File: src/design/cmd_pkg.sv
package cmd_pkg;

	//////////////////////////////
	// command field widths
	//////////////////////////////

	parameter int ADDR_WIDTH = 32;
	parameter int DATA_WIDTH = 64;
	parameter int TAG_WIDTH = 16;

	// tag below the unit id bit
	parameter int INDEX_WIDTH = TAG_WIDTH - 1;

	typedef enum logic {
		READ_CL,
		WRITE_MI
	} cmd_opcode_t;

	// upper tag bit, selects the read data owner
	typedef enum logic {
		VERTEX_CONTROL_ID,
		ALGORITHM_CONTROL_ID
	} cu_id_t;

	// buffered command is {opcode, addr, tag}
	parameter int CMD_WIDTH = $bits(cmd_opcode_t) + ADDR_WIDTH + TAG_WIDTH;

endpackage

File: src/design/graph_pkg.sv
package graph_pkg;

	parameter int COUNT_WIDTH = 32;

	// stride of vertex, edge and result arrays
	parameter int WORD_BYTES = 8;

	// one CSR vertex entry, edge offset in the upper half
	typedef struct packed {
		logic [COUNT_WIDTH-1:0] edge_offset;
		logic [COUNT_WIDTH-1:0] degree;
	} vertex_record_t;

	// job is {vertex id, edge offset, degree}
	parameter int JOB_WIDTH = 3 * COUNT_WIDTH;

	typedef enum logic [1:0] {
		V_IDLE,
		V_ISSUE,
		V_DRAIN
	} vertex_state_t;

	typedef enum logic [1:0] {
		A_IDLE,
		A_ISSUE,
		A_COLLECT,
		A_WRITE
	} algorithm_state_t;

endpackage

File: src/design/command_arbiter.sv
module command_arbiter import cmd_pkg::*; (
	input  logic                  clock,
	input  logic                  rstn,
	input  logic                  enabled,
	input  logic [1:0]            requests,
	input  cmd_opcode_t           cmd_in_0_opcode,
	input  logic [ADDR_WIDTH-1:0] cmd_in_0_addr,
	input  logic [TAG_WIDTH-1:0]  cmd_in_0_tag,
	input  cmd_opcode_t           cmd_in_1_opcode,
	input  logic [ADDR_WIDTH-1:0] cmd_in_1_addr,
	input  logic [TAG_WIDTH-1:0]  cmd_in_1_tag,
	output logic [1:0]            ready,
	output logic                  cmd_out_valid,
	output cmd_opcode_t           cmd_out_opcode,
	output logic [ADDR_WIDTH-1:0] cmd_out_addr,
	output logic [TAG_WIDTH-1:0]  cmd_out_tag
);

	logic [1:0] grant;
	// set when buffer 1 won last
	logic last_winner;

	always_comb begin
		grant = 2'b00;
		if (enabled) begin
			case (requests)
				2'b01: grant = 2'b01;
				2'b10: grant = 2'b10;
				// both active, the other one gets its turn
				2'b11: grant = last_winner ? 2'b01 : 2'b10;
				default: grant = 2'b00;
			endcase
		end
	end

	// pop strobe to the granted buffer
	assign ready = grant;

	always_ff @(posedge clock or negedge rstn) begin
		if (!rstn) begin
			cmd_out_valid <= 1'b0;
			last_winner <= 1'b0;
		end else if (enabled) begin
			cmd_out_valid <= |grant;
			if (|grant) begin
				last_winner <= grant[1];
			end
		end
	end

	always_ff @(posedge clock) begin
		if (grant[1]) begin
			cmd_out_opcode <= cmd_in_1_opcode;
			cmd_out_addr <= cmd_in_1_addr;
			cmd_out_tag <= cmd_in_1_tag;
		end else if (grant[0]) begin
			cmd_out_opcode <= cmd_in_0_opcode;
			cmd_out_addr <= cmd_in_0_addr;
			cmd_out_tag <= cmd_in_0_tag;
		end
	end

endmodule

File: src/design/cu_control.sv
module cu_control import cmd_pkg::*, graph_pkg::*; #(
	parameter int VERTEX_QUEUE_DEPTH = 16,
	parameter int COMMAND_BUFFER_DEPTH = 8
) (
	input  logic                   clock,
	input  logic                   rstn,
	input  logic                   enabled,
	input  logic                   start,
	input  logic [ADDR_WIDTH-1:0]  vertex_base,
	input  logic [ADDR_WIDTH-1:0]  edge_base,
	input  logic [ADDR_WIDTH-1:0]  result_base,
	input  logic [COUNT_WIDTH-1:0] num_vertices,
	input  logic [COUNT_WIDTH-1:0] num_edges,
	output logic                   read_cmd_valid,
	output cmd_opcode_t            read_cmd_opcode,
	output logic [ADDR_WIDTH-1:0]  read_cmd_addr,
	output logic [TAG_WIDTH-1:0]   read_cmd_tag,
	input  logic                   read_buffer_alfull,
	input  logic                   read_data_valid,
	input  logic [TAG_WIDTH-1:0]   read_data_tag,
	input  logic [DATA_WIDTH-1:0]  read_data,
	output logic                   write_cmd_valid,
	output logic [ADDR_WIDTH-1:0]  write_cmd_addr,
	output logic [DATA_WIDTH-1:0]  write_cmd_data,
	output logic [TAG_WIDTH-1:0]   write_cmd_tag,
	input  logic                   write_buffer_alfull,
	input  logic                   write_resp_valid,
	input  logic [TAG_WIDTH-1:0]   write_resp_tag,
	output logic [63:0]            algorithm_status
);

	// latched inputs
	logic start_q;
	logic [ADDR_WIDTH-1:0] vertex_base_q;
	logic [ADDR_WIDTH-1:0] edge_base_q;
	logic [ADDR_WIDTH-1:0] result_base_q;
	logic [COUNT_WIDTH-1:0] num_vertices_q;
	logic [COUNT_WIDTH-1:0] num_edges_q;
	logic read_buffer_alfull_q;
	logic read_data_valid_q;
	logic [TAG_WIDTH-1:0] read_data_tag_q;
	logic [DATA_WIDTH-1:0] read_data_q;
	logic write_buffer_alfull_q;
	logic write_resp_valid_q;
	logic [TAG_WIDTH-1:0] write_resp_tag_q;

	// routed read data
	logic vertex_data_valid;
	logic algorithm_data_valid;
	logic [TAG_WIDTH-1:0] routed_tag;
	logic [DATA_WIDTH-1:0] routed_data;
	logic algorithm_resp_valid;

	// unit commands and buffers
	logic vertex_cmd_valid;
	cmd_opcode_t vertex_cmd_opcode;
	logic [ADDR_WIDTH-1:0] vertex_cmd_addr;
	logic [TAG_WIDTH-1:0] vertex_cmd_tag;
	logic algorithm_cmd_valid;
	cmd_opcode_t algorithm_cmd_opcode;
	logic [ADDR_WIDTH-1:0] algorithm_cmd_addr;
	logic [TAG_WIDTH-1:0] algorithm_cmd_tag;
	logic [CMD_WIDTH-1:0] vertex_cmd_head;
	logic [CMD_WIDTH-1:0] algorithm_cmd_head;
	logic vertex_buffer_empty;
	logic vertex_buffer_alfull;
	logic algorithm_buffer_empty;
	logic algorithm_buffer_alfull;
	logic [1:0] requests;
	logic [1:0] ready;

	// arbiter output
	logic arb_valid;
	cmd_opcode_t arb_opcode;
	logic [ADDR_WIDTH-1:0] arb_addr;
	logic [TAG_WIDTH-1:0] arb_tag;

	// vertex jobs
	logic job_valid;
	logic job_pop;
	logic [COUNT_WIDTH-1:0] job_id;
	logic [COUNT_WIDTH-1:0] job_offset;
	logic [COUNT_WIDTH-1:0] job_degree;

	// algorithm write path
	logic gac_write_valid;
	logic [ADDR_WIDTH-1:0] gac_write_addr;
	logic [DATA_WIDTH-1:0] gac_write_data;
	logic [TAG_WIDTH-1:0] gac_write_tag;

	// completion
	logic [COUNT_WIDTH-1:0] vertices_filtered;
	logic [COUNT_WIDTH-1:0] vertices_done;
	logic [COUNT_WIDTH-1:0] edges_done;
	logic [COUNT_WIDTH-1:0] vertices_total;
	logic active;
	logic done;

	//////////////////////////////
	// input and output registers
	//////////////////////////////

	always_ff @(posedge clock or negedge rstn) begin
		if (!rstn) begin
			start_q <= 1'b0;
			read_buffer_alfull_q <= 1'b0;
			read_data_valid_q <= 1'b0;
			write_buffer_alfull_q <= 1'b0;
			write_resp_valid_q <= 1'b0;
			vertex_data_valid <= 1'b0;
			algorithm_data_valid <= 1'b0;
			active <= 1'b0;
			read_cmd_valid <= 1'b0;
			write_cmd_valid <= 1'b0;
			algorithm_status <= '0;
		end else begin
			// status reads zero while disabled
			algorithm_status <= (enabled && done) ? {edges_done, vertices_total} : '0;
			if (enabled) begin
				start_q <= start;
				read_buffer_alfull_q <= read_buffer_alfull;
				read_data_valid_q <= read_data_valid;
				write_buffer_alfull_q <= write_buffer_alfull;
				write_resp_valid_q <= write_resp_valid;
				// route by the owner id in the tag
				vertex_data_valid <= read_data_valid_q &&
					(cu_id_t'(read_data_tag_q[TAG_WIDTH-1]) == VERTEX_CONTROL_ID);
				algorithm_data_valid <= read_data_valid_q &&
					(cu_id_t'(read_data_tag_q[TAG_WIDTH-1]) == ALGORITHM_CONTROL_ID);
				if (start_q) begin
					active <= 1'b1;
				end
				read_cmd_valid <= arb_valid;
				write_cmd_valid <= gac_write_valid;
			end
		end
	end

	always_ff @(posedge clock) begin
		if (enabled) begin
			vertex_base_q <= vertex_base;
			edge_base_q <= edge_base;
			result_base_q <= result_base;
			num_vertices_q <= num_vertices;
			num_edges_q <= num_edges;
			read_data_tag_q <= read_data_tag;
			read_data_q <= read_data;
			write_resp_tag_q <= write_resp_tag;
			routed_tag <= read_data_tag_q;
			routed_data <= read_data_q;
			read_cmd_opcode <= arb_opcode;
			read_cmd_addr <= arb_addr;
			read_cmd_tag <= arb_tag;
			write_cmd_addr <= gac_write_addr;
			write_cmd_data <= gac_write_data;
			write_cmd_tag <= gac_write_tag;
		end
	end

	assign algorithm_resp_valid = write_resp_valid_q &&
		(cu_id_t'(write_resp_tag_q[TAG_WIDTH-1]) == ALGORITHM_CONTROL_ID);

	// filtered plus completed vertices, and all edges seen
	assign vertices_total = vertices_filtered + vertices_done;
	assign done = active && (vertices_total == num_vertices_q) && (edges_done == num_edges_q);

	//////////////////////////////
	// control units
	//////////////////////////////

	vertex_job_control #(
		.VERTEX_QUEUE_DEPTH(VERTEX_QUEUE_DEPTH)
	) vertex_job_control0 (
		.clock            (clock),
		.rstn             (rstn),
		.enabled          (enabled),
		.start            (start_q),
		.vertex_base      (vertex_base_q),
		.num_vertices     (num_vertices_q),
		.buffer_alfull    (vertex_buffer_alfull),
		.read_data_valid  (vertex_data_valid),
		.read_data_tag    (routed_tag),
		.read_data        (routed_data),
		.cmd_valid        (vertex_cmd_valid),
		.cmd_opcode       (vertex_cmd_opcode),
		.cmd_addr         (vertex_cmd_addr),
		.cmd_tag          (vertex_cmd_tag),
		.job_pop          (job_pop),
		.job_valid        (job_valid),
		.job_id           (job_id),
		.job_offset       (job_offset),
		.job_degree       (job_degree),
		.vertices_filtered(vertices_filtered)
	);

	graph_algorithm_control graph_algorithm_control0 (
		.clock              (clock),
		.rstn               (rstn),
		.enabled            (enabled),
		.start              (start_q),
		.edge_base          (edge_base_q),
		.result_base        (result_base_q),
		.job_valid          (job_valid),
		.job_id             (job_id),
		.job_offset         (job_offset),
		.job_degree         (job_degree),
		.job_pop            (job_pop),
		.buffer_alfull      (algorithm_buffer_alfull),
		.read_data_valid    (algorithm_data_valid),
		.read_data_tag      (routed_tag),
		.read_data          (routed_data),
		.cmd_valid          (algorithm_cmd_valid),
		.cmd_opcode         (algorithm_cmd_opcode),
		.cmd_addr           (algorithm_cmd_addr),
		.cmd_tag            (algorithm_cmd_tag),
		.write_buffer_alfull(write_buffer_alfull_q),
		.write_cmd_valid    (gac_write_valid),
		.write_cmd_addr     (gac_write_addr),
		.write_cmd_data     (gac_write_data),
		.write_cmd_tag      (gac_write_tag),
		.write_resp_valid   (algorithm_resp_valid),
		.vertices_done      (vertices_done),
		.edges_done         (edges_done)
	);

	//////////////////////////////
	// read command buffers
	//////////////////////////////

	sync_fifo #(
		.WIDTH(CMD_WIDTH),
		.DEPTH(COMMAND_BUFFER_DEPTH)
	) vertex_cmd_buffer (
		.clock   (clock),
		.rstn    (rstn),
		.push    (vertex_cmd_valid && enabled),
		.data_in ({vertex_cmd_opcode, vertex_cmd_addr, vertex_cmd_tag}),
		.pop     (ready[0]),
		.data_out(vertex_cmd_head),
		.empty   (vertex_buffer_empty),
		.full    (),
		.alfull  (vertex_buffer_alfull)
	);

	sync_fifo #(
		.WIDTH(CMD_WIDTH),
		.DEPTH(COMMAND_BUFFER_DEPTH)
	) algorithm_cmd_buffer (
		.clock   (clock),
		.rstn    (rstn),
		.push    (algorithm_cmd_valid && enabled),
		.data_in ({algorithm_cmd_opcode, algorithm_cmd_addr, algorithm_cmd_tag}),
		.pop     (ready[1]),
		.data_out(algorithm_cmd_head),
		.empty   (algorithm_buffer_empty),
		.full    (),
		.alfull  (algorithm_buffer_alfull)
	);

	assign requests[0] = !vertex_buffer_empty && !read_buffer_alfull_q;
	assign requests[1] = !algorithm_buffer_empty && !read_buffer_alfull_q;

	command_arbiter command_arbiter0 (
		.clock          (clock),
		.rstn           (rstn),
		.enabled        (enabled),
		.requests       (requests),
		.cmd_in_0_opcode(cmd_opcode_t'(vertex_cmd_head[CMD_WIDTH-1])),
		.cmd_in_0_addr  (vertex_cmd_head[TAG_WIDTH +: ADDR_WIDTH]),
		.cmd_in_0_tag   (vertex_cmd_head[TAG_WIDTH-1:0]),
		.cmd_in_1_opcode(cmd_opcode_t'(algorithm_cmd_head[CMD_WIDTH-1])),
		.cmd_in_1_addr  (algorithm_cmd_head[TAG_WIDTH +: ADDR_WIDTH]),
		.cmd_in_1_tag   (algorithm_cmd_head[TAG_WIDTH-1:0]),
		.ready          (ready),
		.cmd_out_valid  (arb_valid),
		.cmd_out_opcode (arb_opcode),
		.cmd_out_addr   (arb_addr),
		.cmd_out_tag    (arb_tag)
	);

endmodule

File: src/design/graph_algorithm_control.sv
module graph_algorithm_control import cmd_pkg::*, graph_pkg::*; (
	input  logic                   clock,
	input  logic                   rstn,
	input  logic                   enabled,
	input  logic                   start,
	input  logic [ADDR_WIDTH-1:0]  edge_base,
	input  logic [ADDR_WIDTH-1:0]  result_base,
	input  logic                   job_valid,
	input  logic [COUNT_WIDTH-1:0] job_id,
	input  logic [COUNT_WIDTH-1:0] job_offset,
	input  logic [COUNT_WIDTH-1:0] job_degree,
	output logic                   job_pop,
	input  logic                   buffer_alfull,
	input  logic                   read_data_valid,
	input  logic [TAG_WIDTH-1:0]   read_data_tag,
	input  logic [DATA_WIDTH-1:0]  read_data,
	output logic                   cmd_valid,
	output cmd_opcode_t            cmd_opcode,
	output logic [ADDR_WIDTH-1:0]  cmd_addr,
	output logic [TAG_WIDTH-1:0]   cmd_tag,
	input  logic                   write_buffer_alfull,
	output logic                   write_cmd_valid,
	output logic [ADDR_WIDTH-1:0]  write_cmd_addr,
	output logic [DATA_WIDTH-1:0]  write_cmd_data,
	output logic [TAG_WIDTH-1:0]   write_cmd_tag,
	input  logic                   write_resp_valid,
	output logic [COUNT_WIDTH-1:0] vertices_done,
	output logic [COUNT_WIDTH-1:0] edges_done
);

	algorithm_state_t state;
	logic [COUNT_WIDTH-1:0] cur_id;
	logic [ADDR_WIDTH-1:0] edge_addr;
	logic [COUNT_WIDTH-1:0] issue_left;
	logic [COUNT_WIDTH-1:0] return_left;
	logic [INDEX_WIDTH-1:0] edge_seq;
	logic [DATA_WIDTH-1:0] sum;
	logic issue;
	logic write_go;

	assign job_pop = enabled && (state == A_IDLE) && job_valid;
	assign issue = enabled && (state == A_ISSUE) && (issue_left != '0) && !buffer_alfull;
	assign write_go = enabled && (state == A_WRITE) && !write_buffer_alfull;

	always_ff @(posedge clock or negedge rstn) begin
		if (!rstn) begin
			state <= A_IDLE;
			cmd_valid <= 1'b0;
			write_cmd_valid <= 1'b0;
			issue_left <= '0;
			return_left <= '0;
			vertices_done <= '0;
			edges_done <= '0;
		end else if (enabled) begin
			cmd_valid <= issue;
			write_cmd_valid <= write_go;
			if (start) begin
				edges_done <= '0;
				vertices_done <= '0;
			end else begin
				edges_done <= edges_done + COUNT_WIDTH'(read_data_valid);
				vertices_done <= vertices_done + COUNT_WIDTH'(write_resp_valid);
			end
			if (read_data_valid) begin
				return_left <= return_left - 1'b1;
			end
			case (state)
				A_IDLE: begin
					if (job_valid) begin
						issue_left <= job_degree;
						return_left <= job_degree;
						state <= A_ISSUE;
					end
				end
				A_ISSUE: begin
					if (issue) begin
						issue_left <= issue_left - 1'b1;
					end else if (issue_left == '0) begin
						state <= A_COLLECT;
					end
				end
				// edges may return in any order
				A_COLLECT: if (return_left == '0) state <= A_WRITE;
				A_WRITE: if (!write_buffer_alfull) state <= A_IDLE;
				default: state <= A_IDLE;
			endcase
		end
	end

	always_ff @(posedge clock) begin
		if (job_pop) begin
			cur_id <= job_id;
			edge_addr <= edge_base + ADDR_WIDTH'(job_offset * WORD_BYTES);
			edge_seq <= '0;
			sum <= '0;
		end
		if (issue) begin
			cmd_opcode <= READ_CL;
			cmd_addr <= edge_addr;
			cmd_tag <= {ALGORITHM_CONTROL_ID, edge_seq};
			edge_addr <= edge_addr + ADDR_WIDTH'(WORD_BYTES);
			edge_seq <= edge_seq + 1'b1;
		end
		// each edge word is a neighbor id
		if (enabled && read_data_valid) begin
			sum <= sum + read_data;
		end
		if (write_go) begin
			write_cmd_addr <= result_base + ADDR_WIDTH'(cur_id * WORD_BYTES);
			write_cmd_data <= sum;
			write_cmd_tag <= {ALGORITHM_CONTROL_ID, cur_id[INDEX_WIDTH-1:0]};
		end
	end

endmodule

File: src/design/sync_fifo.sv
module sync_fifo #(
	parameter int WIDTH = 32,
	parameter int DEPTH = 16
) (
	input  logic             clock,
	input  logic             rstn,
	input  logic             push,
	input  logic [WIDTH-1:0] data_in,
	input  logic             pop,
	output logic [WIDTH-1:0] data_out,
	output logic             empty,
	output logic             full,
	output logic             alfull
);

	localparam int PTR_WIDTH = (DEPTH > 1) ? $clog2(DEPTH) : 1;

	logic [WIDTH-1:0] mem [DEPTH];
	logic [PTR_WIDTH-1:0] rd_ptr;
	logic [PTR_WIDTH-1:0] wr_ptr;
	logic [PTR_WIDTH:0] count;
	logic do_push;
	logic do_pop;

	assign do_push = push && !full;
	assign do_pop = pop && !empty;

	assign empty = (count == '0);
	assign full = (count == DEPTH);
	// four or fewer free slots
	assign alfull = (count >= DEPTH - 4);

	// head entry shows while not empty
	assign data_out = mem[rd_ptr];

	always_ff @(posedge clock) begin
		if (do_push) begin
			mem[wr_ptr] <= data_in;
		end
	end

	always_ff @(posedge clock or negedge rstn) begin
		if (!rstn) begin
			rd_ptr <= '0;
			wr_ptr <= '0;
			count <= '0;
		end else begin
			if (do_push) begin
				wr_ptr <= (wr_ptr == PTR_WIDTH'(DEPTH - 1)) ? '0 : wr_ptr + 1'b1;
			end
			if (do_pop) begin
				rd_ptr <= (rd_ptr == PTR_WIDTH'(DEPTH - 1)) ? '0 : rd_ptr + 1'b1;
			end
			case ({do_push, do_pop})
				2'b10: count <= count + 1'b1;
				2'b01: count <= count - 1'b1;
				default: count <= count;
			endcase
		end
	end

endmodule

File: src/design/vertex_job_control.sv
module vertex_job_control import cmd_pkg::*, graph_pkg::*; #(
	parameter int VERTEX_QUEUE_DEPTH = 16
) (
	input  logic                   clock,
	input  logic                   rstn,
	input  logic                   enabled,
	input  logic                   start,
	input  logic [ADDR_WIDTH-1:0]  vertex_base,
	input  logic [COUNT_WIDTH-1:0] num_vertices,
	input  logic                   buffer_alfull,
	input  logic                   read_data_valid,
	input  logic [TAG_WIDTH-1:0]   read_data_tag,
	input  logic [DATA_WIDTH-1:0]  read_data,
	output logic                   cmd_valid,
	output cmd_opcode_t            cmd_opcode,
	output logic [ADDR_WIDTH-1:0]  cmd_addr,
	output logic [TAG_WIDTH-1:0]   cmd_tag,
	input  logic                   job_pop,
	output logic                   job_valid,
	output logic [COUNT_WIDTH-1:0] job_id,
	output logic [COUNT_WIDTH-1:0] job_offset,
	output logic [COUNT_WIDTH-1:0] job_degree,
	output logic [COUNT_WIDTH-1:0] vertices_filtered
);

	// in-flight records stay within the queue's almost-full margin
	localparam int MAX_OUTSTANDING = 4;

	vertex_state_t state;
	logic [COUNT_WIDTH-1:0] issue_index;
	logic [2:0] outstanding;
	logic issue;
	vertex_record_t record;
	logic job_push;
	logic queue_empty;
	logic queue_alfull;
	logic [JOB_WIDTH-1:0] job_in;
	logic [JOB_WIDTH-1:0] job_head;

	assign record = vertex_record_t'(read_data);

	assign issue = enabled && (state == V_ISSUE) && (issue_index != num_vertices) &&
		!buffer_alfull && !queue_alfull && (outstanding < MAX_OUTSTANDING);

	//////////////////////////////
	// record read issue
	//////////////////////////////

	always_ff @(posedge clock or negedge rstn) begin
		if (!rstn) begin
			state <= V_IDLE;
			issue_index <= '0;
			outstanding <= '0;
			cmd_valid <= 1'b0;
			vertices_filtered <= '0;
		end else if (enabled) begin
			cmd_valid <= issue;
			outstanding <= outstanding + 3'(issue) - 3'(read_data_valid);
			if (issue) begin
				issue_index <= issue_index + 1'b1;
			end
			if (start) begin
				vertices_filtered <= '0;
			end else if (read_data_valid && record.degree == '0) begin
				vertices_filtered <= vertices_filtered + 1'b1;
			end
			case (state)
				V_IDLE: begin
					if (start) begin
						issue_index <= '0;
						state <= V_ISSUE;
					end
				end
				V_ISSUE: if (issue_index == num_vertices) state <= V_DRAIN;
				// wait for the last records to come back
				V_DRAIN: if (outstanding == '0) state <= V_IDLE;
				default: state <= V_IDLE;
			endcase
		end
	end

	always_ff @(posedge clock) begin
		if (issue) begin
			cmd_opcode <= READ_CL;
			cmd_addr <= vertex_base + ADDR_WIDTH'(issue_index * WORD_BYTES);
			cmd_tag <= {VERTEX_CONTROL_ID, issue_index[INDEX_WIDTH-1:0]};
		end
	end

	//////////////////////////////
	// vertex job queue
	//////////////////////////////

	// zero degree records are only counted
	assign job_push = enabled && read_data_valid && (record.degree != '0);
	assign job_in = {COUNT_WIDTH'(read_data_tag[INDEX_WIDTH-1:0]), record.edge_offset, record.degree};

	sync_fifo #(
		.WIDTH(JOB_WIDTH),
		.DEPTH(VERTEX_QUEUE_DEPTH)
	) job_queue (
		.clock   (clock),
		.rstn    (rstn),
		.push    (job_push),
		.data_in (job_in),
		.pop     (job_pop && enabled),
		.data_out(job_head),
		.empty   (queue_empty),
		.full    (),
		.alfull  (queue_alfull)
	);

	assign job_valid = !queue_empty;
	assign {job_id, job_offset, job_degree} = job_head;

endmodule

File: config.mk
export PLATFORM = sky130hd
export DESIGN_NAME = cu_control
export DESIGN_NICKNAME = d
export VERILOG_FILES = /design/src/design/cmd_pkg.sv /design/src/design/graph_pkg.sv /design/src/design/command_arbiter.sv /design/src/design/cu_control.sv /design/src/design/graph_algorithm_control.sv /design/src/design/sync_fifo.sv /design/src/design/vertex_job_control.sv
export SDC_FILE = /design/constraint.sdc
export NUM_CORES = 2
export LEC_CHECK = 0
export BUFFER_PORTS_ARGS = -buffer_cell sky130_fd_sc_hd__buf_4
export CORE_MARGIN = 4
export CORE_UTILIZATION = 40
export CTS_CLUSTER_SIZE = 20
export DETAILED_ROUTE_END_ITERATION = 10
export GPL_ROUTABILITY_DRIVEN = 0
export MAX_ROUTING_LAYER = met4
export SLEW_MARGIN = 20
export SYNTH_ARGS = -nofsm -noshare
export SYNTH_HDL_FRONTEND = slang
export SYNTH_SLANG_ARGS = --single-unit
File: constraint.sdc
create_clock -name clock -period 10 [get_ports clock]
set_input_delay 2 -clock clock [delete_from_list [all_inputs] [get_ports clock]]
set_output_delay 2 -clock clock [all_outputs]
set_load 0.01 [all_outputs]
Word level (Yosys, flattened, before mapping)
Memories as Yosys holds them, arrays and structs flattened. Index checks and enable logic that the tools add are counted.

Flip-flop bits (word level): 1200. RAM bits: 2016. Bits of input ports: 264. Output and inout port bits: 227. Word-level logic and storage cells: 259. Memories kept: 3.

Memory list: vertex_job_control0.job_queue.mem (words 16, bits a word 79, rd ports 1, clocked after memory_dff 0, wr ports 1, line sync_fifo.sv:18) `logic [WIDTH-1:0] mem [DEPTH];`; algorithm_cmd_buffer.mem (words 8, bits a word 47, rd ports 1, clocked after memory_dff 0, wr ports 1, line sync_fifo.sv:18); vertex_cmd_buffer.mem (words 8, bits a word 47, rd ports 1, clocked after memory_dff 0, wr ports 1, line sync_fifo.sv:18).

$add $sub $neg: 27. $lt $le $gt $ge: 4. Eq/ne operators: 36. Mux-type cells: 54. Bitwise operators: 1. Reduce and logical (&&, ||, !) cells: 70.

Operators by type and width (count): two-way mux 32 bit (16); two-way mux 64 bit (3); adder 32 bit (4); == test 32 bit (3); zero test 32 bit (3); adder 32 x 1 -> 32 bit (2); adder 32 x 1 -> 32 bit (second input constant) (2); adder 64 bit (1); one-hot mux 32 bit (2 select lines) (1); nonzero test 32 bit (2); subtractor 32 x 1 -> 32 bit (second input constant) (2); logical AND 1 bit (33); adder 32 x 4 -> 32 bit (second input constant) (1); two-way mux 16 bit (2); != test 32 bit (1); two-way mux 15 bit (2); two-way mux 2 bit (10); adder 4 x 1 -> 4 bit (second input constant) (4); == test 2 bit (second input constant) (8); == test 4 bit (second input constant) (4); one-hot mux 4 bit (2 select lines) (2); nonzero test 2 bit (8); adder 15 x 1 -> 15 bit (second input constant) (1); adder 3 x 1 -> 3 bit (second input constant) (4); other kinds (29) (73).

Longest topological paths before layout
Word-level depth: 9. Mapped depth: 21. Gate-level depth less buffers: 17.

Modules after synthesis
A second synthesis with hierarchy kept.

Cell total of the unflattened synthesis: 7914. Area, all modules: 143003.4 µm².

By module, submodules not included: sync_fifo (vertex_job_control0.job_queue) (times used 1, cells each 2450, area each 58185.8 µm², seq. area each 46449.5 µm²); graph_algorithm_control (times used 1, cells each 2322, area each 23897.9 µm², seq. area each 12251.8 µm²); cu_control (times used 1, cells each 1052, area each 19882.8 µm², seq. area each 16325.7 µm²); sync_fifo (vertex_cmd_buffer) (times used 1, cells each 638, area each 15820.2 µm², seq. area each 12021.5 µm²); sync_fifo (algorithm_cmd_buffer) (times used 1, cells each 636, area each 15816.4 µm², seq. area each 12021.5 µm²); vertex_job_control (times used 1, cells each 699, area each 7175.6 µm², seq. area each 3163.0 µm²); command_arbiter (times used 1, cells each 117, area each 2224.6 µm², seq. area each 1521.5 µm²).

Worst setup path before layout
Ideal clock, no wire load.

Kind: input to register. From: input port enabled. To: register vertex_job_control0.issue_index[25]. Library setup time: 0.078 ns. Arrival time: 9.591 ns. Required time: 9.922 ns. Slack: 0.331 ns. Stages: 10. Path buffers: 1. Cells stage by stage: inv_1 > nor4_1 > nand2_1 > nor4b_1 > and3_1 > and4_1 > clkbuf_1 > nand4_1 > or3_1 > a21oi_1.

Longest elaborated chain between the ends: 8.

Ends and longest elaborated chain: from (decl) (line cu_control.sv:7) `input logic enabled,`; logical AND 1 bit (*) (3 in a row) (line vertex_job_control.sv:42) `assign issue = enabled && (state == V_ISSUE) && (issue_index != num_vertices) &&`; logical AND 1 bit (*) (2 in a row) (line vertex_job_control.sv:43) `!buffer_alfull && !queue_alfull && (outstanding < MAX_OUTSTANDING);`; via vertex_job_control0.issue (line vertex_job_control.sv:32) `logic issue;`; two-way mux 32 bit (*) (line vertex_job_control.sv:59) `if (issue) begin`; two-way mux 32 bit (line vertex_job_control.sv:69) `if (start) begin`; two-way mux 32 bit (*) (line vertex_job_control.sv:67) `case (state)`; to (signal assigned) (line vertex_job_control.sv:60) `issue_index <= issue_index + 1'b1;`; to (decl) (line vertex_job_control.sv:30) `logic [COUNT_WIDTH-1:0] issue_index;`.

The timed path passes the listed nets; every way through them passes the cells marked *. A chain may end at the register's enable or synchronous reset.

Worst setup path in the final report
From: register vertex_job_control0.job_queue.rd_ptr[0]. To: register graph_algorithm_control0.edge_addr[30], data pin.

Longest elaborated chain between the ends: 4.

Ends and longest elaborated chain: from (decl) (line sync_fifo.sv:19) `logic [PTR_WIDTH-1:0] rd_ptr;`; from (signal assigned) (line sync_fifo.sv:52) `rd_ptr <= (rd_ptr == PTR_WIDTH'(DEPTH - 1)) ? '0 : rd_ptr + 1'b1;`; memory (16 x 79 bit); adder 32 bit (line graph_algorithm_control.sv:93) `edge_addr <= edge_base + ADDR_WIDTH'(job_offset * WORD_BYTES);`; two-way mux 32 bit (line graph_algorithm_control.sv:91) `if (job_pop) begin`; two-way mux 32 bit (line graph_algorithm_control.sv:97) `if (issue) begin`; to (signal assigned) (line graph_algorithm_control.sv:93); to (signal assigned) (line graph_algorithm_control.sv:101) `edge_addr <= edge_addr + ADDR_WIDTH'(WORD_BYTES);`; to (decl) (line graph_algorithm_control.sv:33) `logic [ADDR_WIDTH-1:0] edge_addr;`.

No other way between the ends. The select of a mux whose other input is x is not followed.

==> run summary <==
Crit-path cells: buf_4 -> mux4_2 -> mux4_2 -> ha_1 -> or3_1 -> a21oi_1 -> o21ai_0 -> a2111oi_0 -> nor2_1 -> o21a_1 -> o22ai_1 -> o2111ai_1 -> a21oi_1 -> xor2_1 -> o21ai_0
Switch Pwr: 8.301 mW
Lkg Pwr: 50.22 nW
CTS Hold Bufs: 0
Clock skew: 0.08674 ns
Grt met3 use: 0.02366
Max-cap violations: 0
Critical R2R Capture: graph_algorithm_control0.edge_addr[30]
Final cycle utilization of the critical path: 0.6335
Syn_nets: 7555
Vias: 67430
Routed wire length: 319.3 mm
Worst Tran Pin Value: 1.090 ns
Setup_tns: 0 ns
Clk slew on worst S/H paths: 0.06 ns
Cell area after synthesis: 126200 um2
Met1 Resource Use GR: 0.2742
Clock root cell: clkbuf_16
First-pass GRT wire length: 467.6 mm
Clock power frac: 0.378
Most used DFF post-synth: edfxtp_1
Crit path required time: 10.61 ns
Share of power burned in registers: 0.476
Die X: 569.6 um
Sink Count: 3137
Syn Area/Cell: 17.83 um2
Min-delay src: graph_algorithm_control0.write_cmd_data[14]
Vias in the first global route: 68670
I/O pin count: 491
Post-DP HPWL: 193.6 mm
Critical path endpoint category: flip-flop
RSZ-0062 raised after global routing: no
Met2 Use GR: 0.3178
Sw Share: 0.2584
Port buffer count: 473
R2R cell count: 15
Top cell type's share of synthesized area: 0.6727
Asr flop ratio synth: 0.09914
Clk buf depth: 4
Finished Cell Area: 145900 um2
Internal power: 23.83 mW
Grt peak-use layer: met2
Row count: 205
Classification of the worst-slack hold path: flip-flop to flip-flop
Worst-Skew Late Latency: 0.95 ns
Critical-path maximum fanout: 51
Initial Util: 0.4032
DR DRC count: 0
Synth top area cells: edfxtp_1, mux4_2, dfrtp_1
YS warnings: 0
Share of cells above drive strength 1: 0.2156
Wirelength per Cell: 26.31 um
Slew headroom: 0.2688
Largest net degree at the start of global routing: 173
Power density over cell area: 220.3 nW/um2
Finish-stage setup viols: 0
Nets: 8197
Hold Violations, Final: 0
WP data arrival: 6.95 ns
Power share of the combinational group: 0.147
Synth unique cells: 82
Initial drt markers: 6740
Synth Instances: 7077
Die Height: 569.6 um
P&R area growth vs syn: 15.62%
TritonCTS buffer count: 334
Seq/Total Area, Yosys: 0.7343
Startpoint Class: flip-flop
DRT antenna net count: 0
Post-route minimum period: 6.335 ns
Hold depth: 0
Die area: 324500 um2
Status: finished, final reports clean
Global route overflow: 0
DP Area: 135100 um2
Core area: 312900 um2
Worst flop-to-flop path startpoint: vertex_job_control0.job_queue.rd_ptr[0]
FILL cells: 26350
Initial antenna violation count: 13
Post-CTS setup buffers: 0
R2R setup slack: 3.66 ns
PostCTS Resize Cnt: 0
Fin. max-slew vios: 0
Flops & latches, synth: 3137
CP Class: flip-flop to flip-flop
Drt first pass iters: 6
Number of flops mapped to enable cells by yosys: 2826
Worst vdd ir: 0.2762 mV
TritonCTS clock tree: built
Max Fclk: 157.9 MHz
Cell taking the most area after synthesis: edfxtp_1
Crit-path max cell delay: 1.07 ns
Crit path max-delay cell type: dfrtp_4
Hold Path End: write_cmd_data[14]
Total track usage: 0.1995
Max H-tree Level: 5
Via/cell ratio: 5.555
## routing by layer
metal	share of wire	wire length, um
met5	0	0
met4	0.028	8808
met1	0.43	138300
met2	0.48	154200
met3	0.056	17930
## logic make-up after synthesis
group	Yosys count	share of synthesized area
flip-flops	3137	0.7343
multiplexers	590	0.1033
AO/OA/AOI/OAI	910	0.04496
AND/OR/NAND/NOR	1434	0.05532
buffers and inverters	396	0.01195
other	2	0.00005953
adder cells (fa/ha/maj)	214	0.02176
XOR/XNOR	394	0.02834
## layout by cell type (no fill, tap or decap), drive strengths merged, types with 9 or more instances in the layout
cell / count
nor2: 366
nand2: 375
nor3: 84
ha: 205
o211ai: 13
o21bai: 23
o21ai: 211
fa: 9
and3: 60
and4: 15
clkbuf: 422
a211oi: 63
dfrtp: 311
and2: 52
nand4: 64
xnor2: 181
nor4: 70
clkinv: 140
or3: 35
inv: 121
buf: 594
a21oi: 255
a2111oi: 12
o21a: 31
bufinv: 27
nand2b: 42
a21o: 82
or4: 11
mux2i: 9
o31ai: 13
a31oi: 69
o22ai: 39
edfxtp: 2826
nand3: 131
nor2b: 84
xor2: 204
mux2: 13
mux4: 568
nor3b: 22
## how the worst max path moves through the flow
stage                                                         to  slack (ns)                                    start  depth (start not counted)
after floorplan              vertex_job_control0.issue_index[25]        0.33                                  enabled                         10
after global placement                      algorithm_status[26]        3.32                                  enabled                         13
after detailed placement                    algorithm_status[26]        3.31                                  enabled                         13
after CTS                 graph_algorithm_control0.edge_addr[30]        3.48  vertex_job_control0.job_queue.rd_ptr[0]                         15
after global routing      graph_algorithm_control0.edge_addr[30]        3.14  vertex_job_control0.job_queue.rd_ptr[0]                         16
final                     graph_algorithm_control0.edge_addr[30]        3.66  vertex_job_control0.job_queue.rd_ptr[0]                         15
## area by class of cell
class	count	area, um2	share of cell area
sequential	3137	92680	0.6353
multi-input combinational	3544	32300	0.2214
clock buffer	422	8894	0.06097
tap	4140	5180	0.03551
timing repair buffer	594	4566	0.03130
clock inverter	188	1839	0.01261
inverter	108	406.6	0.002788
antenna	5	12.51	0.00008578
## critical path: cells and delay by family (launching register included)
family          cells  cell delay [ns]
fa+ha+maj           1             0.23
buf+inv             1             0.73
flops               1             1.07
xor+xnor            1             0.16
simple gates        2             0.56
compound gates      8             2.11
mux                 2             1.08
## synth_stat cells, drive strengths merged, types with 60 or more instances
| cell type | n |
|---|---|
| ha | 205 |
| nand2 | 375 |
| nor2 | 366 |
| dfrtp | 311 |
| edfxtp | 2826 |
| buf | 79 |
| a211oi | 63 |
| nor2b | 84 |
| nand4 | 64 |
| o21ai | 211 |
| xor2 | 204 |
| clkbuf | 209 |
| a31oi | 69 |
| and3 | 60 |
| nand3 | 131 |
| nor3 | 84 |
| inv | 107 |
| mux4 | 568 |
| nor4 | 70 |
| a21oi | 255 |
| xnor2 | 181 |
| a21o | 82 |
## stage by stage
stage                     hold slack, ns  utilization  std cells  power [mW]  setup WS (ns)
after floorplan                   0.4003            -       7077       18.71         0.3310
after global placement            0.4022       0.4318      11520       20.22          3.320
after detailed placement          0.4045       0.4318      11520       20.29          3.305
after CTS                         0.4151       0.4661      12130       32.47          3.477
after global routing              0.4168       0.4661      12130       33.52          3.135
final                             0.4123       0.4662      12140       32.13          3.665
## power groups by stage
stage               registers (mW)  clock network, mW  logic [mW]
CTS                           15.3               12.4        4.74
global placement              15.5                  0        4.67
detailed placement            15.6                  0        4.72
finish                        15.3               12.1        4.71
floorplan                     15.2                  0        3.53
global route                  15.3               13.0        5.19
## flip-flops by register name (all words and copies together), names as in the netlist, 64 cells and up
signal / flops
vertex_job_control0.job_queue.mem: 1216
algorithm_cmd_buffer.mem: 376
vertex_cmd_buffer.mem: 376
algorithm_status: 64
graph_algorithm_control0.sum: 64
graph_algorithm_control0.write_cmd_data: 64
read_data_q: 64
routed_data: 64
write_cmd_data: 64
No activity file was read; power rests on OpenSTA's default activity.
